[src/hw/pcxt_pkg.sv]
// PC/XT glue shared definitions

package pcxt_pkg;

	////////////////////////////////////////////////////////////////////////////
	// Widths and constants
	////////////////////////////////////////////////////////////////////////////

	// Core colour depth and widened VGA depth
	localparam int COLOR_BITS = 6;
	localparam int VGA_BITS = 8;

	// Luma weights out of 256 (BT.709)
	localparam int LUMA_R_COEF = 54;
	localparam int LUMA_G_COEF = 183;
	localparam int LUMA_B_COEF = 18;

	// HDMI aspect ratio, 4:3 when the menu leaves it at original
	localparam int ASPECT_ARX_DEFAULT = 4;
	localparam int ASPECT_ARY_DEFAULT = 3;
	localparam int ASPECT_BITS = 13;

	// CPU reset tail after system reset release
	localparam int CPU_RESET_HOLD = 42;
	localparam int SPLASH_SECONDS = 5;

	// BIOS download slot, reloading it restarts the machine
	localparam int BOOT_ROM_INDEX = 0;

	// Mixer headroom and output sample width
	localparam int AUDIO_MIX_BITS = 17;
	localparam int AUDIO_BITS = 16;

	// Hold lengths for real hardware at 50 MHz
	localparam int SYS_RESET_HOLD_DEFAULT = 65535;
	localparam int SPLASH_TICK_DEFAULT = 50000000;
	localparam int LED_HOLD_DEFAULT = 4500000;

	////////////////////////////////////////////////////////////////////////////
	// Types
	////////////////////////////////////////////////////////////////////////////

	typedef enum logic [1:0] {
		MONO_COLOR = 2'd0,
		MONO_GREEN = 2'd1,
		MONO_AMBER = 2'd2,
		MONO_BW = 2'd3
	} mono_mode_e;

	// Value 3 is not offered in the menu
	typedef enum logic [1:0] {
		VOUT_CGA = 2'd0,
		VOUT_TANDY = 2'd1,
		VOUT_MDA = 2'd2
	} video_out_e;

	// Menu status word, MSB first
	typedef struct packed {
		logic [21:0] reserved_hi;
		logic [1:0] aspect;
		logic splash_skip;
		logic [1:0] reserved_lo;
		video_out_e video_out;
		mono_mode_e mono_mode;
		logic menu_reset;
	} core_status_t;

	typedef struct packed {
		logic [COLOR_BITS-1:0] r;
		logic [COLOR_BITS-1:0] g;
		logic [COLOR_BITS-1:0] b;
		logic hsync;
		logic vsync;
		logic de;
	} core_pixel_t;

	typedef struct packed {
		logic [VGA_BITS-1:0] r;
		logic [VGA_BITS-1:0] g;
		logic [VGA_BITS-1:0] b;
		logic hsync;
		logic vsync;
		logic de;
	} vga_pixel_t;

	typedef struct packed {
		logic active;
		logic [7:0] index;
	} download_t;

	// OPL2 is two's complement, Tandy is offset binary
	typedef struct packed {
		logic signed [15:0] opl2;
		logic speaker;
		logic [7:0] tandy;
	} sound_in_t;

endpackage

[src/hw/reset_sequencer.sv]
// System and CPU reset sequencer

`timescale 1ns/1ps

module reset_sequencer #(
	parameter int SYS_RESET_HOLD = pcxt_pkg::SYS_RESET_HOLD_DEFAULT
) (
	input logic CLK_50M,
	input logic reset_wire,
	input pcxt_pkg::core_status_t status,
	input logic user_button,
	input pcxt_pkg::download_t download,
	input logic splash_active,
	output logic sys_reset,
	output logic cpu_reset
);

	localparam int SYS_CNT_W = $clog2(SYS_RESET_HOLD + 1);
	localparam int CPU_CNT_W = $clog2(pcxt_pkg::CPU_RESET_HOLD + 1);

	logic request;
	logic boot_reload;
	logic [SYS_CNT_W-1:0] sys_cnt;
	logic [CPU_CNT_W-1:0] cpu_cnt;

	// BIOS reload restarts the core
	assign boot_reload = download.active &&
		(download.index == 8'(pcxt_pkg::BOOT_ROM_INDEX));

	// All reset sources merged
	assign request = reset_wire | status.menu_reset | user_button | boot_reload |
		splash_active;

	////////////////////////////////////////////////////////////////////////////
	// Stage 1 system reset stretch
	////////////////////////////////////////////////////////////////////////////

	always_ff @(posedge CLK_50M or posedge reset_wire) begin
		if (reset_wire) begin
			sys_reset <= 1'b1;
			sys_cnt <= '0;
		end else if (request) begin
			// Any request restarts the hold
			sys_reset <= 1'b1;
			sys_cnt <= '0;
		end else if (sys_reset) begin
			if (sys_cnt == SYS_CNT_W'(SYS_RESET_HOLD - 1))
				sys_reset <= 1'b0;
			else
				sys_cnt <= sys_cnt + 1'b1;
		end
	end

	////////////////////////////////////////////////////////////////////////////
	// Stage 2 CPU reset tail
	////////////////////////////////////////////////////////////////////////////

	// Counts only once system reset is gone
	always_ff @(posedge CLK_50M or posedge reset_wire) begin
		if (reset_wire) begin
			cpu_reset <= 1'b1;
			cpu_cnt <= '0;
		end else if (request || sys_reset) begin
			cpu_reset <= 1'b1;
			cpu_cnt <= '0;
		end else if (cpu_reset) begin
			if (cpu_cnt == CPU_CNT_W'(pcxt_pkg::CPU_RESET_HOLD - 1))
				cpu_reset <= 1'b0;
			else
				cpu_cnt <= cpu_cnt + 1'b1;
		end
	end

	// CPU must stay in reset for the whole system reset
	a_cpu_covers_sys: assert property (@(posedge CLK_50M) disable iff (reset_wire)
		sys_reset |-> cpu_reset)
		else $error("cpu_reset released while sys_reset high");

endmodule

[src/hw/splash_timer.sv]
// Splash screen hold timer

`timescale 1ns/1ps

module splash_timer #(
	parameter int SPLASH_TICK = pcxt_pkg::SPLASH_TICK_DEFAULT
) (
	input logic CLK_50M,
	input logic reset_wire,
	input logic splash_skip,
	output logic splash_active
);

	localparam int TICK_W = $clog2(SPLASH_TICK + 1);
	localparam int SEC_W = $clog2(pcxt_pkg::SPLASH_SECONDS + 1);

	logic [TICK_W-1:0] tick_cnt;
	logic [SEC_W-1:0] sec_cnt;
	logic last_tick;

	// End of one second
	assign last_tick = (tick_cnt == TICK_W'(SPLASH_TICK - 1));

	// Counters freeze once the splash is over
	always_ff @(posedge CLK_50M or posedge reset_wire) begin
		if (reset_wire) begin
			splash_active <= 1'b1;
			tick_cnt <= '0;
			sec_cnt <= '0;
		end else if (splash_active) begin
			if (splash_skip) begin
				// Menu turned the splash off
				splash_active <= 1'b0;
			end else if (last_tick) begin
				tick_cnt <= '0;
				if (sec_cnt == SEC_W'(pcxt_pkg::SPLASH_SECONDS - 1))
					splash_active <= 1'b0;
				else
					sec_cnt <= sec_cnt + 1'b1;
			end else begin
				tick_cnt <= tick_cnt + 1'b1;
			end
		end
	end

	// One-shot, only reset_wire brings it back
	a_splash_no_rise: assert property (@(posedge CLK_50M) disable iff (reset_wire)
		!splash_active |=> !splash_active)
		else $error("splash_active rose outside reset");

endmodule

[src/hw/video_colorizer.sv]
// CGA/Tandy monochrome colorizer

`timescale 1ns/1ps

module video_colorizer (
	input logic CLK_50M,
	input logic reset_wire,
	input pcxt_pkg::core_status_t status,
	input pcxt_pkg::core_pixel_t px_in,
	output pcxt_pkg::vga_pixel_t px_out,
	output logic [pcxt_pkg::ASPECT_BITS-1:0] video_arx,
	output logic [pcxt_pkg::ASPECT_BITS-1:0] video_ary
);

	// Weighted sum of 6-bit channels stays below 2^14
	localparam int LUMA_SUM_BITS = 14;
	localparam int PAD_BITS = pcxt_pkg::VGA_BITS - pcxt_pkg::COLOR_BITS;

	logic [LUMA_SUM_BITS-1:0] luma_sum;
	logic [pcxt_pkg::COLOR_BITS-1:0] luma;
	logic [pcxt_pkg::COLOR_BITS-1:0] luma_half;
	logic [pcxt_pkg::COLOR_BITS-1:0] col_r;
	logic [pcxt_pkg::COLOR_BITS-1:0] col_g;
	logic [pcxt_pkg::COLOR_BITS-1:0] col_b;
	logic mda_mode;

	////////////////////////////////////////////////////////////////////////////
	// Luma
	////////////////////////////////////////////////////////////////////////////

	assign luma_sum = LUMA_SUM_BITS'(pcxt_pkg::LUMA_R_COEF) * LUMA_SUM_BITS'(px_in.r) +
		LUMA_SUM_BITS'(pcxt_pkg::LUMA_G_COEF) * LUMA_SUM_BITS'(px_in.g) +
		LUMA_SUM_BITS'(pcxt_pkg::LUMA_B_COEF) * LUMA_SUM_BITS'(px_in.b);

	// Fraction dropped so at most 62
	assign luma = luma_sum[LUMA_SUM_BITS-1:8];
	// Amber green channel
	assign luma_half = luma >> 1;

	// MDA has its own palette upstream
	assign mda_mode = (status.video_out == pcxt_pkg::VOUT_MDA);

	////////////////////////////////////////////////////////////////////////////
	// Mode select
	////////////////////////////////////////////////////////////////////////////

	always_comb begin
		col_r = px_in.r;
		col_g = px_in.g;
		col_b = px_in.b;
		if (!mda_mode) begin
			case (status.mono_mode)
				pcxt_pkg::MONO_GREEN: begin
					col_r = '0;
					col_g = luma;
					col_b = '0;
				end
				pcxt_pkg::MONO_AMBER: begin
					col_r = luma;
					col_g = luma_half;
					col_b = '0;
				end
				pcxt_pkg::MONO_BW: begin
					col_r = luma;
					col_g = luma;
					col_b = luma;
				end
				// Colour passes untouched
				default: begin
					col_r = px_in.r;
					col_g = px_in.g;
					col_b = px_in.b;
				end
			endcase
		end
	end

	////////////////////////////////////////////////////////////////////////////
	// Output register
	////////////////////////////////////////////////////////////////////////////

	// Syncs ride along with the colour
	always_ff @(posedge CLK_50M or posedge reset_wire) begin
		if (reset_wire) begin
			px_out <= '0;
		end else begin
			px_out.r <= {col_r, {PAD_BITS{1'b0}}};
			px_out.g <= {col_g, {PAD_BITS{1'b0}}};
			px_out.b <= {col_b, {PAD_BITS{1'b0}}};
			px_out.hsync <= px_in.hsync;
			px_out.vsync <= px_in.vsync;
			px_out.de <= px_in.de;
		end
	end

	////////////////////////////////////////////////////////////////////////////
	// HDMI aspect ratio
	////////////////////////////////////////////////////////////////////////////

	// Zero selects original 4:3 and other values pick ARC slots
	always_comb begin
		if (status.aspect == 2'd0) begin
			video_arx = pcxt_pkg::ASPECT_BITS'(pcxt_pkg::ASPECT_ARX_DEFAULT);
			video_ary = pcxt_pkg::ASPECT_BITS'(pcxt_pkg::ASPECT_ARY_DEFAULT);
		end else begin
			video_arx = pcxt_pkg::ASPECT_BITS'(status.aspect - 2'd1);
			video_ary = '0;
		end
	end

endmodule

[src/hw/sound_mixer.sv]
// Signed sound mixer

`timescale 1ns/1ps

module sound_mixer (
	input logic CLK_50M,
	input logic reset_wire,
	input pcxt_pkg::sound_in_t sound,
	output logic signed [pcxt_pkg::AUDIO_BITS-1:0] audio_out
);

	localparam int MIX_W = pcxt_pkg::AUDIO_MIX_BITS;

	logic [MIX_W-1:0] opl_term;
	logic [MIX_W-1:0] spk_term;
	logic [MIX_W-1:0] tandy_term;
	logic [MIX_W-1:0] mix;

	// OPL2 sign-extended to 17 bits, x4
	assign opl_term = {sound.opl2[15], sound.opl2} << 2;

	// Speaker toggles bit 15
	assign spk_term = {1'b0, sound.speaker, 15'd0};

	// Tandy 8-bit sample, x64
	assign tandy_term = {3'b000, sound.tandy, 6'd0};

	// Wraps modulo 2^17
	assign mix = opl_term + spk_term + tandy_term;

	// Drop the LSB, keep 16 bits
	always_ff @(posedge CLK_50M or posedge reset_wire) begin
		if (reset_wire)
			audio_out <= '0;
		else
			audio_out <= $signed(mix[MIX_W-1:1]);
	end

endmodule

[src/hw/activity_led.sv]
// Disk activity LED stretcher

`timescale 1ns/1ps

module activity_led #(
	parameter int LED_HOLD = pcxt_pkg::LED_HOLD_DEFAULT
) (
	input logic CLK_50M,
	input logic reset_wire,
	input logic activity,
	output logic led_user
);

	localparam int CNT_W = $clog2(LED_HOLD + 1);

	logic [CNT_W-1:0] hold_cnt;

	// Reload on every pulse and otherwise run down to zero
	always_ff @(posedge CLK_50M or posedge reset_wire) begin
		if (reset_wire)
			hold_cnt <= '0;
		else if (activity)
			hold_cnt <= CNT_W'(LED_HOLD);
		else if (hold_cnt != '0)
			hold_cnt <= hold_cnt - 1'b1;
	end

	// Lit while the hold runs
	assign led_user = (hold_cnt != '0);

endmodule

[src/hw/pcxt_glue_top.sv]
// PC/XT system glue top level

`timescale 1ns/1ps

module pcxt_glue_top #(
	parameter int SYS_RESET_HOLD = pcxt_pkg::SYS_RESET_HOLD_DEFAULT,
	parameter int SPLASH_TICK = pcxt_pkg::SPLASH_TICK_DEFAULT,
	parameter int LED_HOLD = pcxt_pkg::LED_HOLD_DEFAULT
) (
	input logic CLK_50M,
	input logic reset_wire,
	input pcxt_pkg::core_status_t status,
	input logic user_button,
	input pcxt_pkg::download_t download,
	input pcxt_pkg::core_pixel_t px_in,
	input pcxt_pkg::sound_in_t sound,
	input logic disk_activity,
	output logic sys_reset,
	output logic cpu_reset,
	output logic splash_active,
	output pcxt_pkg::vga_pixel_t px_out,
	output logic [pcxt_pkg::ASPECT_BITS-1:0] video_arx,
	output logic [pcxt_pkg::ASPECT_BITS-1:0] video_ary,
	output logic signed [pcxt_pkg::AUDIO_BITS-1:0] audio_out,
	output logic led_user
);

	////////////////////////////////////////////////////////////////////////////
	// Reset path
	////////////////////////////////////////////////////////////////////////////

	// Splash sees only reset_wire, so no loop through sys_reset
	splash_timer #(
		.SPLASH_TICK(SPLASH_TICK)
	) i_splash (
		.CLK_50M(CLK_50M),
		.reset_wire(reset_wire),
		.splash_skip(status.splash_skip),
		.splash_active(splash_active)
	);

	reset_sequencer #(
		.SYS_RESET_HOLD(SYS_RESET_HOLD)
	) i_reset_seq (
		.CLK_50M(CLK_50M),
		.reset_wire(reset_wire),
		.status(status),
		.user_button(user_button),
		.download(download),
		.splash_active(splash_active),
		.sys_reset(sys_reset),
		.cpu_reset(cpu_reset)
	);

	////////////////////////////////////////////////////////////////////////////
	// Video, audio and LED
	////////////////////////////////////////////////////////////////////////////

	video_colorizer i_video (
		.CLK_50M(CLK_50M),
		.reset_wire(reset_wire),
		.status(status),
		.px_in(px_in),
		.px_out(px_out),
		.video_arx(video_arx),
		.video_ary(video_ary)
	);

	sound_mixer i_sound (
		.CLK_50M(CLK_50M),
		.reset_wire(reset_wire),
		.sound(sound),
		.audio_out(audio_out)
	);

	// Floppy and disk access indicator
	activity_led #(
		.LED_HOLD(LED_HOLD)
	) i_led (
		.CLK_50M(CLK_50M),
		.reset_wire(reset_wire),
		.activity(disk_activity),
		.led_user(led_user)
	);

endmodule

[config.mk]
export PLATFORM = sky130hd
export DESIGN_NAME = pcxt_glue_top
export DESIGN_NICKNAME = d
export VERILOG_FILES = /design/src/hw/pcxt_pkg.sv /design/src/hw/reset_sequencer.sv /design/src/hw/splash_timer.sv /design/src/hw/video_colorizer.sv /design/src/hw/sound_mixer.sv /design/src/hw/activity_led.sv /design/src/hw/pcxt_glue_top.sv
export SDC_FILE = /design/constraint.sdc
export NUM_CORES = 1
export LEC_CHECK = 0
export BUFFER_PORTS_ARGS = -buffer_cell sky130_fd_sc_hd__buf_2
export CAP_MARGIN = 20
export CORE_ASPECT_RATIO = 2
export CORE_UTILIZATION = 45
export DETAILED_ROUTE_END_ITERATION = 10
export GPL_ROUTABILITY_DRIVEN = 0
export PLACE_DENSITY = 0.8
export SYNTH_ARGS = -nofsm -noshare
export SYNTH_HDL_FRONTEND = slang
export SYNTH_SLANG_ARGS = --single-unit
export TNS_END_PERCENT = 50
[constraint.sdc]
create_clock -name CLK_50M -period 8.5 [get_ports CLK_50M]
set_input_delay 0 -clock CLK_50M [delete_from_list [all_inputs] [get_ports CLK_50M]]
set_output_delay 0 -clock CLK_50M [all_outputs]
set_load 0.02 [all_outputs]
== Word-level counts from Yosys, hierarchy flattened ==
Index checks and enable logic that the tools add are counted.
Widths: inputs -> output; s select.
Word-level totals
  register bits after elaboration: 114
  bits of input ports: 91
  output and inout port bits: 73
  word-level logic and storage cells: 86
Cells by class
  add/subtract/negate cells: 10
  multiply operators: 3
  mux-type cells: 27
  reductions and logical operators: 15
  equality and inequality tests: 10
  bitwise gates (word level): 6
Operator list (number)
  $mux 16: 3
  $mux 23: 2
  $mux 6: 6
  $pmux 6 s2: 3
  $add 26x1->26 const B: 1
  $eq 26x26->1 const B: 1
  $mux 26: 1
  $reduce_bool 23->1: 1
  $sub 23x1->23 const B: 1
  $add 17x14->17: 1
  $add 17x16->17: 1
  $add 16x1->16 const B: 1
  $eq 16x16->1 const B: 1
  $add 12x14->14: 1
  $add 14x11->14: 1
  $mul 8x6->14 const A: 1
  $mux 13: 1
  $mul 5x6->11 const A: 1
  $mul 4x6->10 const A: 1
  $mux 1: 10
  $logic_not 8->1: 1
  $add 6x1->6 const B: 1
  $eq 2x2->1 const B: 3
  $eq 6x6->1 const B: 1
  other kinds (15): 26

== Logic depth before layout (Yosys ltp) ==
  depth after elaboration: 7
  mapped depth: 24

== Modules after synthesis ==
From an unflattened synthesis, not the netlist that was laid out.
Second synthesis, totals
  cells, all modules: 848
  area total of the unflattened synthesis: 8366.8 um^2
By module, submodules not included
  video_colorizer: times used 1, cells each 330, area an instance 3189.3 um^2
  splash_timer: times used 1, cells each 165, area an instance 1685.4 um^2
  reset_sequencer: times used 1, cells each 143, area an instance 1350.0 um^2
  activity_led: times used 1, cells each 130, area an instance 1278.7 um^2
  sound_mixer: times used 1, cells each 80, area an instance 863.3 um^2

== Worst setup path after synthesis ==
OpenSTA, ideal clock, no wires.
  kind: input-to-reg
  from: input port px_in[16] (netlist bit)
  to: register i_video.px_out[26] (netlist name)
  arrival: 5.041 ns
  setup time: 0.122 ns
  setup slack: 3.338 ns
  buffers on the path: 0
  stages: 22
  cells stage by stage: ha_1 > fa_1 > inv_1 > fa_1 > inv_1 > ha_1 > nand2_1 > o21ai_0 > or4_1 > o311ai_0 > xnor2_1 > ha_1 > inv_1 > fa_1 > fa_1 > inv_1 > ha_1 > nand3_1 > a21o_1 > a311oi_1 > xnor2_1 > a32o_1
Between the ends
  cells in the longest elaborated chain, start to end: 5
Ends and longest elaborated chain
  start: declaration: RTL line pcxt_glue_top.sv:15  | input pcxt_pkg::core_pixel_t px_in,
  $mul 5x6->11: RTL line video_colorizer.sv:31  | assign luma_sum = LUMA_SUM_BITS'(pcxt_pkg::LUMA_R_COEF) * LUMA_SUM_BITS'(px_in.r) +
  $add 12x14->14: RTL line video_colorizer.sv:31
  $add 14x11->14: RTL line video_colorizer.sv:32  | LUMA_SUM_BITS'(pcxt_pkg::LUMA_G_COEF) * LUMA_SUM_BITS'(px_in.g) +
  $pmux 6 s2: RTL line video_colorizer.sv:52  | case (status.mono_mode)
  $mux 6: RTL line video_colorizer.sv:51  | if (!mda_mode) begin
  via i_video.col_r (one bit): RTL line video_colorizer.sv:22  | logic [pcxt_pkg::COLOR_BITS-1:0] col_r;
The timed path passes the listed nets, and every way through them passes these cells.
A chain may end at the register's enable or synchronous reset.

== Final worst setup path ==
  from: input port px_in[17] (netlist bit)
  to: register i_video.px_out[24] (netlist name)
Between the ends
  cells in the longest elaborated chain, start to end: 5
Ends and longest elaborated chain (RTL line)
  $mul 5x6->11: video_colorizer.sv:31
  $add 12x14->14: video_colorizer.sv:31
  $add 14x11->14: video_colorizer.sv:32
  $pmux 6 s2: video_colorizer.sv:52
  $mux 6: video_colorizer.sv:51
  via i_video.col_r (one bit): video_colorizer.sv:22
The timed path passes the listed nets, and every way through them passes these cells.

==> reports/qor.yml <==
synthTopCellsByArea: "dfrtp_1 (35%), ha_1 (11%), fa_1 (9.9%)"
synth_cells: 803
clk_latency_ns: 0.41
maxCapViolCount: 0
setup_viol: 0
viasPerCell: 5.248
clk_pin_slew_ns: 0.05
pre_cts_ws_ns: 2.441
crit_type: "in -> reg"
cts.path.max_buffers: 2
maxSlewHeadroom_pct: 39.04
yosysUniqueCellTypes: 59
async_reset_ff_share_pct: 100.0
ys_seq_elements: 113
h-tree-depth: 4
design.die.area_um2: 18050
fin_crit_ns: 6.891
grt_setup_unrepaired: "false"
crit_family: "adder cells"
wl_per_cell_um: 15.85
synth_edf_count: 0
cp_max_fo: 5
crit_buf_inv: 7
synth_area_leader_cell: "dfrtp_1"
crit_slowest_cell: "xnor2_1"
fin_crit_sh_pct: 81.08
drive_gt1_share_pct: 15.49
ys.flop_type: "dfrtp_1"
finalHoldViolCount: 0
num_vias: 6256
p_total_uw: 3094
grt_max_degree: 58
die_x_um: 95.51
p_leak_uw: 0.004609
drt-pass1-iter-count: 4
grt_first_pass_wirelength_um: 30230
hpwlAfterDp_um: 13880
end_kind: "flip-flop"
netlist.area_leader.share_pct: 34.98
cpPeakStageDelay_ns: 0.59
worst_pin_slew_ns: 0.9090
synth.cell_area_um2: 7870
coreArea_um2: 17190
cts_tree: "done"
synthToLayoutAreaGrowth_pct: 22.40
fmax_ghz: 0.1451
start_kind: "input port"
row_count: 68
yosys_warnings: 0
setup_ws_ns: 1.609
cts_buffers: 17
final_nets: 1170
min-delay-path-class: "in -> reg"
vdd_drop_max_mv: 0.7995
syn_avg_cell_area_um2: 9.801
cts-root-buf: "clkbuf_16"
powerDensity_nw_per_um2: 321.2
antenna_found_initial: 2
cts_num_sinks: 113
cts_resized: 0
fillers: 1465
cp_data_arrival_time_ns: 7.23
grt_usage_pct: 22.12
num_io_pins: 164
tns_ns: 0
hold_buffers: 51
skew_ns: 0.006495
drv_slew: 0
crit_required_ns: 8.84
grt_pass1_vias: 6424
drc: 0
die_h_um: 189.0
drt_wl_total_um: 18900
drt_iter0_drc: 177
ys_seq_area_share_pct: 35.98
fin_hold_ws_ns: 0.05225
postCtsSetupBuffers: 0
initial_core_util_pct: 45.79
layout_common_cells: "dfrtp_1 (110), buf_2 (110), inv_1 (91)"
status: "completed"
final_core_util_pct: 56.05
antenna_left: 0
numPortBuffers: 110
gr-total-overflow: 0
-- per-layer routing --
layer | up-vias | global-route usage (%) | routed length, um | share of wire (%)
met3 | 54 | 4.859 | 683 | 3.6
met4 | 2 | 13.09 | 1041 | 5.5
li1 | 2973 | - | - | -
met1 | 3062 | 20.51 | 6555 | 35
met2 | 165 | 41.98 | 10600 | 56
met5 | - | 0 | 17 | 0.090
-- path summary, 6_finish.rpt --
kind / startpoint / to / slack [ns] / depth (start not counted)
setup / recovery: px_in[17] / i_video.px_out[24]$_DFF_PP0_ / 1.61 / 25
min in group asynchronous: reset_wire / i_led.hold_cnt[21]$_DFFE_PP0P_ / 0.27 / 3
hold reg to reg: i_splash.sec_cnt[2]$_DFFE_PP0P_ / i_splash.splash_active$_DFF_PP1_ / 0.50 / 1
setup reg to reg: i_splash.tick_cnt[12]$_DFFE_PP0P_ / i_splash.sec_cnt[1]$_DFFE_PP0P_ / 5.53 / 6
hold / removal: sound[17] / i_sound.audio_out[9]$_DFF_PP0_ / 0.05 / 4
max in group asynchronous: reset_wire / i_sound.audio_out[11]$_DFF_PP0_ / 7.01 / 4
-- cells in the mapped netlist, types with 5 or more instances --
| cell | n |
|---|---|
| dfrtp_1 | 110 |
| inv_1 | 92 |
| nor2_1 | 76 |
| ha_1 | 71 |
| xnor2_1 | 54 |
| nand2_1 | 51 |
| fa_1 | 39 |
| buf_4 | 30 |
| xor2_1 | 27 |
| a21oi_1 | 20 |
| nand3_1 | 19 |
| o21ai_0 | 19 |
| nor3_1 | 18 |
| nand4_1 | 16 |
| nor4_1 | 12 |
| nand2b_1 | 11 |
| nor2b_1 | 10 |
| and3_1 | 9 |
| clkbuf_1 | 9 |
| a21o_1 | 8 |
| a31oi_1 | 8 |
| a211oi_1 | 7 |
| or3_1 | 7 |
| or4_1 | 7 |
| mux2i_1 | 5 |
-- where the power goes --
group	switching (uW)	internal (uW)	leakage, uW	total, uW
logic	1060	680	0.00286	1740
clock network	252	473	0.000293	725
registers	23.0	605	0.00146	628
-- worst reg2reg max path, stage by stage (launching register included) --
cell and delay (ns):
dfrtp_1 0.42, nand4_1 0.18, or4_1 0.50, nor4b_1 0.58, and2_1 0.64, nand2_1 0.21
mux2_2 0.32
-- kinds of logic after synthesis --
group           Yosys count  share of synthesized area, %
mux                       6                        0.7790
xor+xnor                 81                         9.014
flops                   113                         35.98
fa+ha+maj               110                         21.21
other cells               1                       0.04765
compound gates           94                         8.045
simple gates            263                         16.92
buf+inv                 135                         8.013
-- state kept, by name (all words and copies together) (netlist names) --
signal and cells:
i_led.hold_cnt 23, i_reset_seq.cpu_cnt 6, i_reset_seq.cpu_reset 1, i_reset_seq.sys_cnt 16
i_reset_seq.sys_reset 1, i_sound.audio_out 15, i_splash.sec_cnt 3, i_splash.splash_active 1
i_splash.tick_cnt 26, i_video.px_out 21
-- layout make-up --
type	count	area [um^2]	share of cell area, %
Multi-Input combinational cell	582	4517	46.89
Clock inverter	10	135.1	1.403
Timing Repair Buffer	163	1076	11.17
Antenna cell	1	2.502	0.02598
Tap cell	210	262.8	2.728
Sequential cell	113	2831	29.39
Inverter	92	347.8	3.611
Clock buffer	21	460.4	4.780
-- metrics by stage --
step / instances / cell area (um^2)
5_1_grt: 1192 / 9633
3_5_place_dp: 1109 / 8524
4_1_cts: 1191 / 9630
6_report: 1192 / 9633
3_3_place_gp: 1109 / 8524
2_1_floorplan: 830 / 7971
Note: power is estimated with default switching activity, not from simulation.
